File: src/hdl/bridge_pkg.sv
package bridge_pkg;

   // core and DRAM side addresses are full 32 bits
   localparam int ADDR_W      = 32;
   localparam int DATA_W      = 32;

   // the host window port loses its top two address bits on the way in
   localparam int HOST_ADDR_W = 30;

   // byte addressed register block, eight words used
   localparam int APB_ADDR_W  = 6;

   // cached DRAM starts here in the core's physical map
   localparam logic [ADDR_W-1:0] CORE_DRAM_BASE = 32'h8000_0000;

   // offsets at or above this are outside the memory the host set aside (120 MiB)
   localparam logic [ADDR_W-1:0] MEM_LIMIT = 32'h0780_0000;

   // each profiler bit covers one 8 MiB region, index taken from bits 29..23
   localparam int PROF_REGIONS = 128;
   localparam int PROF_LSB     = 23;
   localparam int PROF_IDX_W   = 7;

   // register map as seen from the host, byte offsets
   typedef enum logic [APB_ADDR_W-1:0]
   {
      CSR_CTRL  = 6'd0,
      CSR_ALLOC = 6'd4,
      CSR_BASE  = 6'd8,
      CSR_PROF0 = 6'd12,
      CSR_PROF1 = 6'd16,
      CSR_PROF2 = 6'd20,
      CSR_PROF3 = 6'd24,
      CSR_VIOL  = 6'd28
   } csr_addr_e;

   // direction of a core DRAM request
   typedef enum logic
   {
      DRAM_RD = 1'b0,
      DRAM_WR = 1'b1
   } dram_op_e;

endpackage
File: src/hdl/zynq_bridge_top.sv
module zynq_bridge_top
   import bridge_pkg::*;
#(
   parameter int FIFO_DEPTH   = 2
   , parameter int PROF_REGIONS = bridge_pkg::PROF_REGIONS
)
(
   input  logic                     aclk_i
   , input  logic                   arst_n_i
   // host register access
   , input  logic [APB_ADDR_W-1:0]  paddr_i
   , input  logic                   psel_i
   , input  logic                   penable_i
   , input  logic                   pwrite_i
   , input  logic [DATA_W-1:0]      pwdata_i
   , output logic [DATA_W-1:0]      prdata_o
   , output logic                   pready_o
   , output logic                   pslverr_o
   // host window into the core
   , input  logic                   host_valid_i
   , input  logic [HOST_ADDR_W-1:0] host_addr_i
   , output logic                   host_ready_o
   , output logic                   core_valid_o
   , output logic [ADDR_W-1:0]      core_addr_o
   , input  logic                   core_ready_i
   // core DRAM requests out to the host memory
   , input  logic                   core_req_valid_i
   , input  logic [ADDR_W-1:0]      core_req_addr_i
   , input  dram_op_e               core_req_op_i
   , output logic                   core_req_ready_o
   , output logic                   dram_valid_o
   , output logic [ADDR_W-1:0]      dram_addr_o
   , output dram_op_e               dram_op_o
   , input  logic                   dram_ready_i
   , output logic                   core_reset_o
);

   logic [ADDR_W-1:0]       dram_base;
   logic [PROF_REGIONS-1:0] prof_bits;
   logic [DATA_W-1:0]       viol_count;
   logic                    fifo_valid;
   logic [ADDR_W-1:0]       fifo_addr;
   dram_op_e                fifo_op;
   logic                    fifo_ready;
   logic                    req_fire;

   // the profiler watches raw core addresses as they are accepted
   assign req_fire = core_req_valid_i & core_req_ready_o;

   shell_csr #(.PROF_REGIONS(PROF_REGIONS)) u_shell_csr
   (
      .aclk_i        (aclk_i)
      , .arst_n_i    (arst_n_i)
      , .paddr_i     (paddr_i)
      , .psel_i      (psel_i)
      , .penable_i   (penable_i)
      , .pwrite_i    (pwrite_i)
      , .pwdata_i    (pwdata_i)
      , .prdata_o    (prdata_o)
      , .pready_o    (pready_o)
      , .pslverr_o   (pslverr_o)
      , .prof_bits_i (prof_bits)
      , .viol_count_i(viol_count)
      , .dram_base_o (dram_base)
      , .core_reset_o(core_reset_o)
   );

   addr_remap u_addr_remap
   (
      .aclk_i            (aclk_i)
      , .arst_n_i        (arst_n_i)
      , .host_valid_i    (host_valid_i)
      , .host_addr_i     (host_addr_i)
      , .host_ready_o    (host_ready_o)
      , .core_valid_o    (core_valid_o)
      , .core_addr_o     (core_addr_o)
      , .core_ready_i    (core_ready_i)
      , .core_req_valid_i(core_req_valid_i)
      , .core_req_addr_i (core_req_addr_i)
      , .core_req_op_i   (core_req_op_i)
      , .core_req_ready_o(core_req_ready_o)
      , .dram_base_i     (dram_base)
      , .fifo_valid_o    (fifo_valid)
      , .fifo_addr_o     (fifo_addr)
      , .fifo_op_o       (fifo_op)
      , .fifo_ready_i    (fifo_ready)
   );

   mem_profiler #(.PROF_REGIONS(PROF_REGIONS)) u_mem_profiler
   (
      .aclk_i        (aclk_i)
      , .arst_n_i    (arst_n_i)
      , .core_reset_i(core_reset_o)
      , .req_fire_i  (req_fire)
      , .req_addr_i  (core_req_addr_i)
      , .prof_bits_o (prof_bits)
      , .viol_count_o(viol_count)
   );

   dram_req_fifo #(.FIFO_DEPTH(FIFO_DEPTH)) u_dram_req_fifo
   (
      .aclk_i       (aclk_i)
      , .arst_n_i   (arst_n_i)
      , .in_valid_i (fifo_valid)
      , .in_addr_i  (fifo_addr)
      , .in_op_i    (fifo_op)
      , .in_ready_o (fifo_ready)
      , .out_valid_o(dram_valid_o)
      , .out_addr_o (dram_addr_o)
      , .out_op_o   (dram_op_o)
      , .out_ready_i(dram_ready_i)
   );

endmodule

File: src/hdl/dram_req_fifo.sv
module dram_req_fifo
   import bridge_pkg::*;
#(
   parameter int FIFO_DEPTH = 2
)
(
   input  logic                aclk_i
   , input  logic              arst_n_i
   , input  logic              in_valid_i
   , input  logic [ADDR_W-1:0] in_addr_i
   , input  dram_op_e          in_op_i
   , output logic              in_ready_o
   , output logic              out_valid_o
   , output logic [ADDR_W-1:0] out_addr_o
   , output dram_op_e          out_op_o
   , input  logic              out_ready_i
);

   localparam int PTR_W = (FIFO_DEPTH > 1) ? $clog2(FIFO_DEPTH) : 1;
   localparam int CNT_W = $clog2(FIFO_DEPTH + 1);

   logic [ADDR_W-1:0] addr_mem [FIFO_DEPTH];
   dram_op_e          op_mem   [FIFO_DEPTH];
   logic [PTR_W-1:0]  wr_ptr_r;
   logic [PTR_W-1:0]  rd_ptr_r;
   logic [CNT_W-1:0]  count_r;
   logic              push;
   logic              pop;

   assign in_ready_o  = (count_r != CNT_W'(FIFO_DEPTH));
   assign out_valid_o = (count_r != '0);
   assign push        = in_valid_i & in_ready_o;
   assign pop         = out_valid_o & out_ready_i;

   // pointers wrap explicitly so the depth need not be a power of two
   always_ff @(posedge aclk_i or negedge arst_n_i)
   begin
      if (!arst_n_i)
      begin
         wr_ptr_r <= '0;
         rd_ptr_r <= '0;
         count_r  <= '0;
      end
      else
      begin
         if (push)
            wr_ptr_r <= (wr_ptr_r == PTR_W'(FIFO_DEPTH - 1)) ? '0 : wr_ptr_r + 1'b1;
         if (pop)
            rd_ptr_r <= (rd_ptr_r == PTR_W'(FIFO_DEPTH - 1)) ? '0 : rd_ptr_r + 1'b1;
         if (push && !pop)
            count_r <= count_r + 1'b1;
         else if (pop && !push)
            count_r <= count_r - 1'b1;
      end
   end

   always_ff @(posedge aclk_i)
   begin
      if (push)
      begin
         addr_mem[wr_ptr_r] <= in_addr_i;
         op_mem[wr_ptr_r]   <= in_op_i;
      end
   end

   assign out_addr_o = addr_mem[rd_ptr_r];
   assign out_op_o   = op_mem[rd_ptr_r];

endmodule

File: src/hdl/mem_profiler.sv
module mem_profiler
   import bridge_pkg::*;
#(
   parameter int PROF_REGIONS = bridge_pkg::PROF_REGIONS
)
(
   input  logic                      aclk_i
   , input  logic                    arst_n_i
   , input  logic                    core_reset_i
   , input  logic                    req_fire_i
   , input  logic [ADDR_W-1:0]       req_addr_i
   , output logic [PROF_REGIONS-1:0] prof_bits_o
   , output logic [DATA_W-1:0]       viol_count_o
);

   logic [PROF_REGIONS-1:0] prof_r;
   logic [DATA_W-1:0]       viol_r;
   logic [PROF_IDX_W-1:0]   region_idx;
   logic                    over_limit;

   // one bit per 8 MiB region of the core address
   assign region_idx = req_addr_i[PROF_LSB +: PROF_IDX_W];
   assign over_limit = (req_addr_i ^ CORE_DRAM_BASE) >= MEM_LIMIT;

   // history only covers the current run of the core
   always_ff @(posedge aclk_i or negedge arst_n_i)
   begin
      if (!arst_n_i)
      begin
         prof_r <= '0;
         viol_r <= '0;
      end
      else if (core_reset_i)
      begin
         prof_r <= '0;
         viol_r <= '0;
      end
      else if (req_fire_i)
      begin
         if (int'(region_idx) < PROF_REGIONS)
            prof_r[region_idx] <= 1'b1;
         // counter sticks at all ones rather than wrapping
         if (over_limit && (viol_r != '1))
            viol_r <= viol_r + 1'b1;
      end
   end

   assign prof_bits_o  = prof_r;
   assign viol_count_o = viol_r;

endmodule

File: src/hdl/addr_remap.sv
module addr_remap
   import bridge_pkg::*;
(
   input  logic                     aclk_i
   , input  logic                   arst_n_i
   , input  logic                   host_valid_i
   , input  logic [HOST_ADDR_W-1:0] host_addr_i
   , output logic                   host_ready_o
   , output logic                   core_valid_o
   , output logic [ADDR_W-1:0]      core_addr_o
   , input  logic                   core_ready_i
   , input  logic                   core_req_valid_i
   , input  logic [ADDR_W-1:0]      core_req_addr_i
   , input  dram_op_e               core_req_op_i
   , output logic                   core_req_ready_o
   , input  logic [ADDR_W-1:0]      dram_base_i
   , output logic                   fifo_valid_o
   , output logic [ADDR_W-1:0]      fifo_addr_o
   , output dram_op_e               fifo_op_o
   , input  logic                   fifo_ready_i
);

   logic              host_vld_r;
   logic [ADDR_W-1:0] host_addr_r;
   logic [ADDR_W-1:0] host_xlat;
   logic              req_vld_r;
   logic [ADDR_W-1:0] req_addr_r;
   dram_op_e          req_op_r;
   logic [ADDR_W-1:0] req_rebased;

   // host window 0x0xxx_xxxx lands on core DRAM, 0x2xxx_xxxx on core local space
   assign host_xlat = {~host_addr_i[29], 3'b000, host_addr_i[27:0]};

   // strip the core DRAM base and move into the region the host allocated
   assign req_rebased = (core_req_addr_i ^ CORE_DRAM_BASE) + dram_base_i;

   assign host_ready_o     = ~host_vld_r | core_ready_i;
   assign core_req_ready_o = ~req_vld_r | fifo_ready_i;

   always_ff @(posedge aclk_i or negedge arst_n_i)
   begin
      if (!arst_n_i)
      begin
         host_vld_r <= 1'b0;
         req_vld_r  <= 1'b0;
      end
      else
      begin
         if (host_valid_i && host_ready_o)
            host_vld_r <= 1'b1;
         else if (core_ready_i)
            host_vld_r <= 1'b0;

         if (core_req_valid_i && core_req_ready_o)
            req_vld_r <= 1'b1;
         else if (fifo_ready_i)
            req_vld_r <= 1'b0;
      end
   end

   always_ff @(posedge aclk_i)
   begin
      if (host_valid_i && host_ready_o)
         host_addr_r <= host_xlat;
      // base is sampled here, later base writes do not affect this request
      if (core_req_valid_i && core_req_ready_o)
      begin
         req_addr_r <= req_rebased;
         req_op_r   <= core_req_op_i;
      end
   end

   assign core_valid_o = host_vld_r;
   assign core_addr_o  = host_addr_r;
   assign fifo_valid_o = req_vld_r;
   assign fifo_addr_o  = req_addr_r;
   assign fifo_op_o    = req_op_r;

endmodule

File: src/hdl/shell_csr.sv
module shell_csr
   import bridge_pkg::*;
#(
   parameter int PROF_REGIONS = bridge_pkg::PROF_REGIONS
)
(
   input  logic                    aclk_i
   , input  logic                  arst_n_i
   , input  logic [APB_ADDR_W-1:0] paddr_i
   , input  logic                  psel_i
   , input  logic                  penable_i
   , input  logic                  pwrite_i
   , input  logic [DATA_W-1:0]     pwdata_i
   , output logic [DATA_W-1:0]     prdata_o
   , output logic                  pready_o
   , output logic                  pslverr_o
   , input  logic [PROF_REGIONS-1:0] prof_bits_i
   , input  logic [DATA_W-1:0]     viol_count_i
   , output logic [ADDR_W-1:0]     dram_base_o
   , output logic                  core_reset_o
);

   logic                  apb_access;
   logic                  apb_write;
   logic                  addr_mapped;
   logic                  addr_writable;
   logic [DATA_W-1:0]     rd_data;
   logic [4*DATA_W-1:0]   prof_ext;
   logic                  run_r;
   logic                  alloc_r;
   logic [ADDR_W-1:0]     base_r;

   // second phase of an APB transfer, no wait states are ever inserted
   assign apb_access = psel_i & penable_i;
   assign apb_write  = apb_access & pwrite_i;

   // the bitmap is read back as four words, unused upper bits read as zero
   always_comb
   begin
      prof_ext = '0;
      prof_ext[PROF_REGIONS-1:0] = prof_bits_i;
   end

   always_comb
   begin
      addr_mapped   = 1'b1;
      addr_writable = 1'b0;
      rd_data       = '0;
      case (csr_addr_e'(paddr_i))
         CSR_CTRL:
         begin
            addr_writable = 1'b1;
            rd_data[0]    = run_r;
         end
         CSR_ALLOC:
         begin
            addr_writable = 1'b1;
            rd_data[0]    = alloc_r;
         end
         CSR_BASE:
         begin
            addr_writable = 1'b1;
            rd_data       = base_r;
         end
         CSR_PROF0: rd_data = prof_ext[0*DATA_W +: DATA_W];
         CSR_PROF1: rd_data = prof_ext[1*DATA_W +: DATA_W];
         CSR_PROF2: rd_data = prof_ext[2*DATA_W +: DATA_W];
         CSR_PROF3: rd_data = prof_ext[3*DATA_W +: DATA_W];
         CSR_VIOL:  rd_data = viol_count_i;
         default:   addr_mapped = 1'b0;
      endcase
   end

   // writes to read-only or unmapped offsets are dropped and flagged
   always_ff @(posedge aclk_i or negedge arst_n_i)
   begin
      if (!arst_n_i)
      begin
         run_r   <= 1'b0;
         alloc_r <= 1'b0;
         base_r  <= '0;
      end
      else if (apb_write)
      begin
         case (csr_addr_e'(paddr_i))
            CSR_CTRL:  run_r   <= pwdata_i[0];
            CSR_ALLOC: alloc_r <= pwdata_i[0];
            CSR_BASE:  base_r  <= pwdata_i;
            default:   ;
         endcase
      end
   end

   assign prdata_o    = rd_data;
   assign pready_o    = 1'b1;
   assign pslverr_o   = apb_access & (~addr_mapped | (pwrite_i & ~addr_writable));
   assign dram_base_o = base_r;

   // the core can be restarted from the host without touching the bridge reset
   assign core_reset_o = ~run_r | ~arst_n_i;

endmodule

File: config.mk
export PLATFORM = sky130hd
export DESIGN_NAME = zynq_bridge_top
export DESIGN_NICKNAME = d
export VERILOG_FILES = /design/src/hdl/bridge_pkg.sv /design/src/hdl/zynq_bridge_top.sv /design/src/hdl/dram_req_fifo.sv /design/src/hdl/mem_profiler.sv /design/src/hdl/addr_remap.sv /design/src/hdl/shell_csr.sv
export SDC_FILE = /design/constraint.sdc
export NUM_CORES = 1
export LEC_CHECK = 0
export BUFFER_PORTS_ARGS = -buffer_cell sky130_fd_sc_hd__buf_2
export CAP_MARGIN = 10
export CORE_UTILIZATION = 40
export CTS_BUF_LIST = sky130_fd_sc_hd__clkbuf_8
export DETAILED_ROUTE_END_ITERATION = 10
export GPL_TIMING_DRIVEN = 0
export PLACE_DENSITY_LB_ADDON = 0.12
export SLEW_MARGIN = 30
export SYNTH_ARGS = -nofsm -noshare
export SYNTH_HDL_FRONTEND = slang
export SYNTH_HIERARCHICAL = 1
export SYNTH_SLANG_ARGS = --single-unit
File: constraint.sdc
create_clock -name aclk_i -period 6.85 [get_ports aclk_i]
set_input_delay 1.0275 -clock aclk_i [delete_from_list [all_inputs] [get_ports aclk_i]]
set_output_delay 1.0275 -clock aclk_i [all_outputs]
set_load 0.03 [all_outputs]
==> metrics.cfg <==
[synthesis]
async_flop_share=0.610
synth_edf_count=128
yosys_most_used_dff=dfrtp_1
yosys.area.top_type_share=0.318
netlist_instances=1342
yosysSeqAreaShare=0.562
ys_ff_latch=328
syn_avg_cell_area_um2=11.7
ys_types=77
yosysTopAreaCell=dfrtp_1
synth_area_leaders=dfrtp_1 32%, edfxtp_1 24%, a21oi_1 5.6%
yosys_warnings=6
syn_area_um2=15700

[global_route]
grt_pass1_wl_um=71500
grt_use_total=0.234
antenna_found_initial=3
grt_max_degree=79
grt_pass1_vias=11800
grt_remaining_overflow=0

[die]
die-area_um2=40100
core-area_um2=38700
start_util=0.406
die_w_um=200
rows=72
ios=214
dieHeight_um=200

[clock_tree]
cts_tree=yes
ctsResizeCount=0
clkSinkCount=328
cts.reportedPaths.clkPinSlew_ps=60
root_buffer=clkbuf_8
postCtsSetupBuffers=0
cts_max_level=2
numCtsBuffers=56
ctsLongestPathBuffers=3
insertion_delay_ps=650
hold_buffers=0

[sta]
rsz0062_at_grt=no
finalCritPeriodShare=0.702
period_needed_ps=4810
timing.final.max_slew_violations=0
tightest_slew_ps=994
setup_viol_count_final=0
hold_viol=0
fin_worst_skew_ps=26.4
maxSlewHeadroom=0.328
fmax_mhz=208
final.setup.tns_ps=0

[setup_path]
endpoint=prdata_o[30]
reg2reg_to=u_mem_profiler/prof_bits_o[81]
cp_top_family=simple AND/OR/NAND/NOR gates
cp_num_cells=7
critPathSlowestCell=nor3_1
path_max_fanout=10
critPathBufInv=3
crit_path_start=paddr_i[1]
critPathLaunchType=input port
criticalPathCategory=input port to primary output
cp_common_cell=buf_2
reg2reg_depth=8
crit_path_cell_trace=buf_2, nor3_1, nand3_1, clkbuf_1, o22ai_1, a221o_1, buf_2
worstPathRequired_ps=5820
r2r_setup_slack_ps=3640
arrival_ps=3780
crit_path_max_incr_delay_ps=710
r2r-start=u_dram_req_fifo/count_r[0]
cp-end-kind=primary output

[outcome]
status=finished, final reports clean

[placement]
gp_congestion=0.891
io_buffers=207
hpwl_um=35100

[detailed_routing]
wl_per_cell_um=21.7
vias=12100
detail_route.iter0.violations=1003
drc=0
via_per_inst=5.56
ant_nets=0
drt_wl_total_um=47300
first_pass_iters=6

[finish]
layout_commonest_cell=buf_2
area_growth_pct=19.0
utilization=0.484
final_cell_mix=222 x buf_2, 200 x dfrtp_1, 176 x a21oi_1
drive_above_1_share=0.243
num-nets-final=1758

[pwr]
powerDensity_nw_per_um2=280
peakVddDrop_mv=0.130
p_leak_nw=8.13

[worst_hold_path]
hp-class=input port to asynchronous set/reset pin

[run]
max_cap_viol_count=0

==> report_power, final <==
| group | total, mW | switching (mW) | internal (mW) | leakage (nW) |
|---|---|---|---|---|
| Sequential | 2.35 | 0.0668 | 2.28 | 3.98 |
| Combinational | 1.13 | 0.694 | 0.438 | 3.50 |
| Clock | 1.75 | 0.822 | 0.931 | 0.645 |
==> synthesized netlist by cell type, drive strengths merged (7+ instances only) <==
library cell / number
mux2i: 60
xor2: 18
a21oi: 176
o22ai: 29
ha: 33
nand4: 21
a31oi: 12
dfrtp: 200
and4: 10
a221o: 30
o21bai: 7
inv: 10
nand2b: 15
buf: 36
clkbuf: 41
nor4: 9
nand2: 43
and3: 9
nor2: 174
o21ai: 26
a21o: 21
xnor2: 17
mux2: 73
nor2b: 9
edfxtp: 128
o31ai: 11
nand3: 21
or4: 10
nor3: 14
or3: 17
==> per-layer routing <==
layer | GRT usage | part of all wire
met2 | 0.368 | 0.47
met3 | 0.0493 | 0.069
met5 | 0 | 0.00023
met1 | 0.313 | 0.43
met4 | 0.0984 | 0.034
==> metrics by stage <==
step / instances / power [mW] / setup slack (ps) / hold slack (ps) / area (um2)
final: 2181 / 5.24 / 2040 / 310 / 18700
after global routing: 2181 / 5.47 / 1980 / 325 / 18700
after CTS: 2179 / 5.30 / 2180 / 297 / 18700
after detailed placement: 2074 / 3.53 / 2180 / 430 / 17600
after global placement: 2069 / 3.49 / 487 / 423 / 17400
after floorplan: 1344 / 3.17 / 3240 / 421 / 15700
==> worst reg2reg max path, cell delays in order, from the launching register on <==
cell      delay, ps
dfrtp_1         400
nand2b_1        170
nand2b_1        170
and2_1          440
nand2_1         200
nor3_1          760
clkbuf_1        720
a21oi_1         140
nor2_1          140
==> cells by family after synthesis <==
kind of cell / after synthesis / share of synthesized area
AO/OA/AOI/OAI: 347 / 0.141
XOR/XNOR: 35 / 0.0195
adder cells (fa/ha/maj): 34 / 0.0275
buffers and inverters: 87 / 0.0294
flip-flops: 328 / 0.562
multiplexers: 136 / 0.102
other: 2 / 0.000477
AND/OR/NAND/NOR: 373 / 0.118
==> layout make-up <==
type	count	area, um2
timing repair buffer	212	1170
clock inverter	38	206
buffer	77	425
sequential	328	8850
fill	3635	20000
antenna	2	5.00
inverter	10	37.5
clock buffer	67	922
multi-input combinational	929	6470
tap	518	648
==> flip-flops by register name, indices dropped and copies added (netlist names), 2 cells and up <==
name,flops
u_mem_profiler/viol_count_o,32
u_mem_profiler/prof_bits_o,128
u_dram_req_fifo/op_mem,2
u_dram_req_fifo/count_r,2
u_addr_remap/core_addr_o,29
u_dram_req_fifo/addr_mem,64
u_addr_remap/fifo_addr_o,32
u_shell_csr/dram_base_o,32
==> how the worst min path moves through the flow <==
stage | endpoint | cells past startpoint | startpoint | slack (ps)
final | u_mem_profiler/viol_count_o[18] | 1 | arst_n_i | 310
after floorplan | u_dram_req_fifo/addr_mem[0][0] | 0 | u_addr_remap/fifo_addr_o[0] | 420
after detailed placement | u_dram_req_fifo/addr_mem[1][8] | 0 | u_addr_remap/fifo_addr_o[8] | 430
after global placement | u_dram_req_fifo/op_mem[0] | 0 | u_addr_remap/fifo_op_o | 420
after global routing | u_mem_profiler/viol_count_o[25] | 1 | arst_n_i | 330
after CTS | u_mem_profiler/viol_count_o[18] | 1 | arst_n_i | 300
No activity file was read; power rests on OpenSTA's default activity.
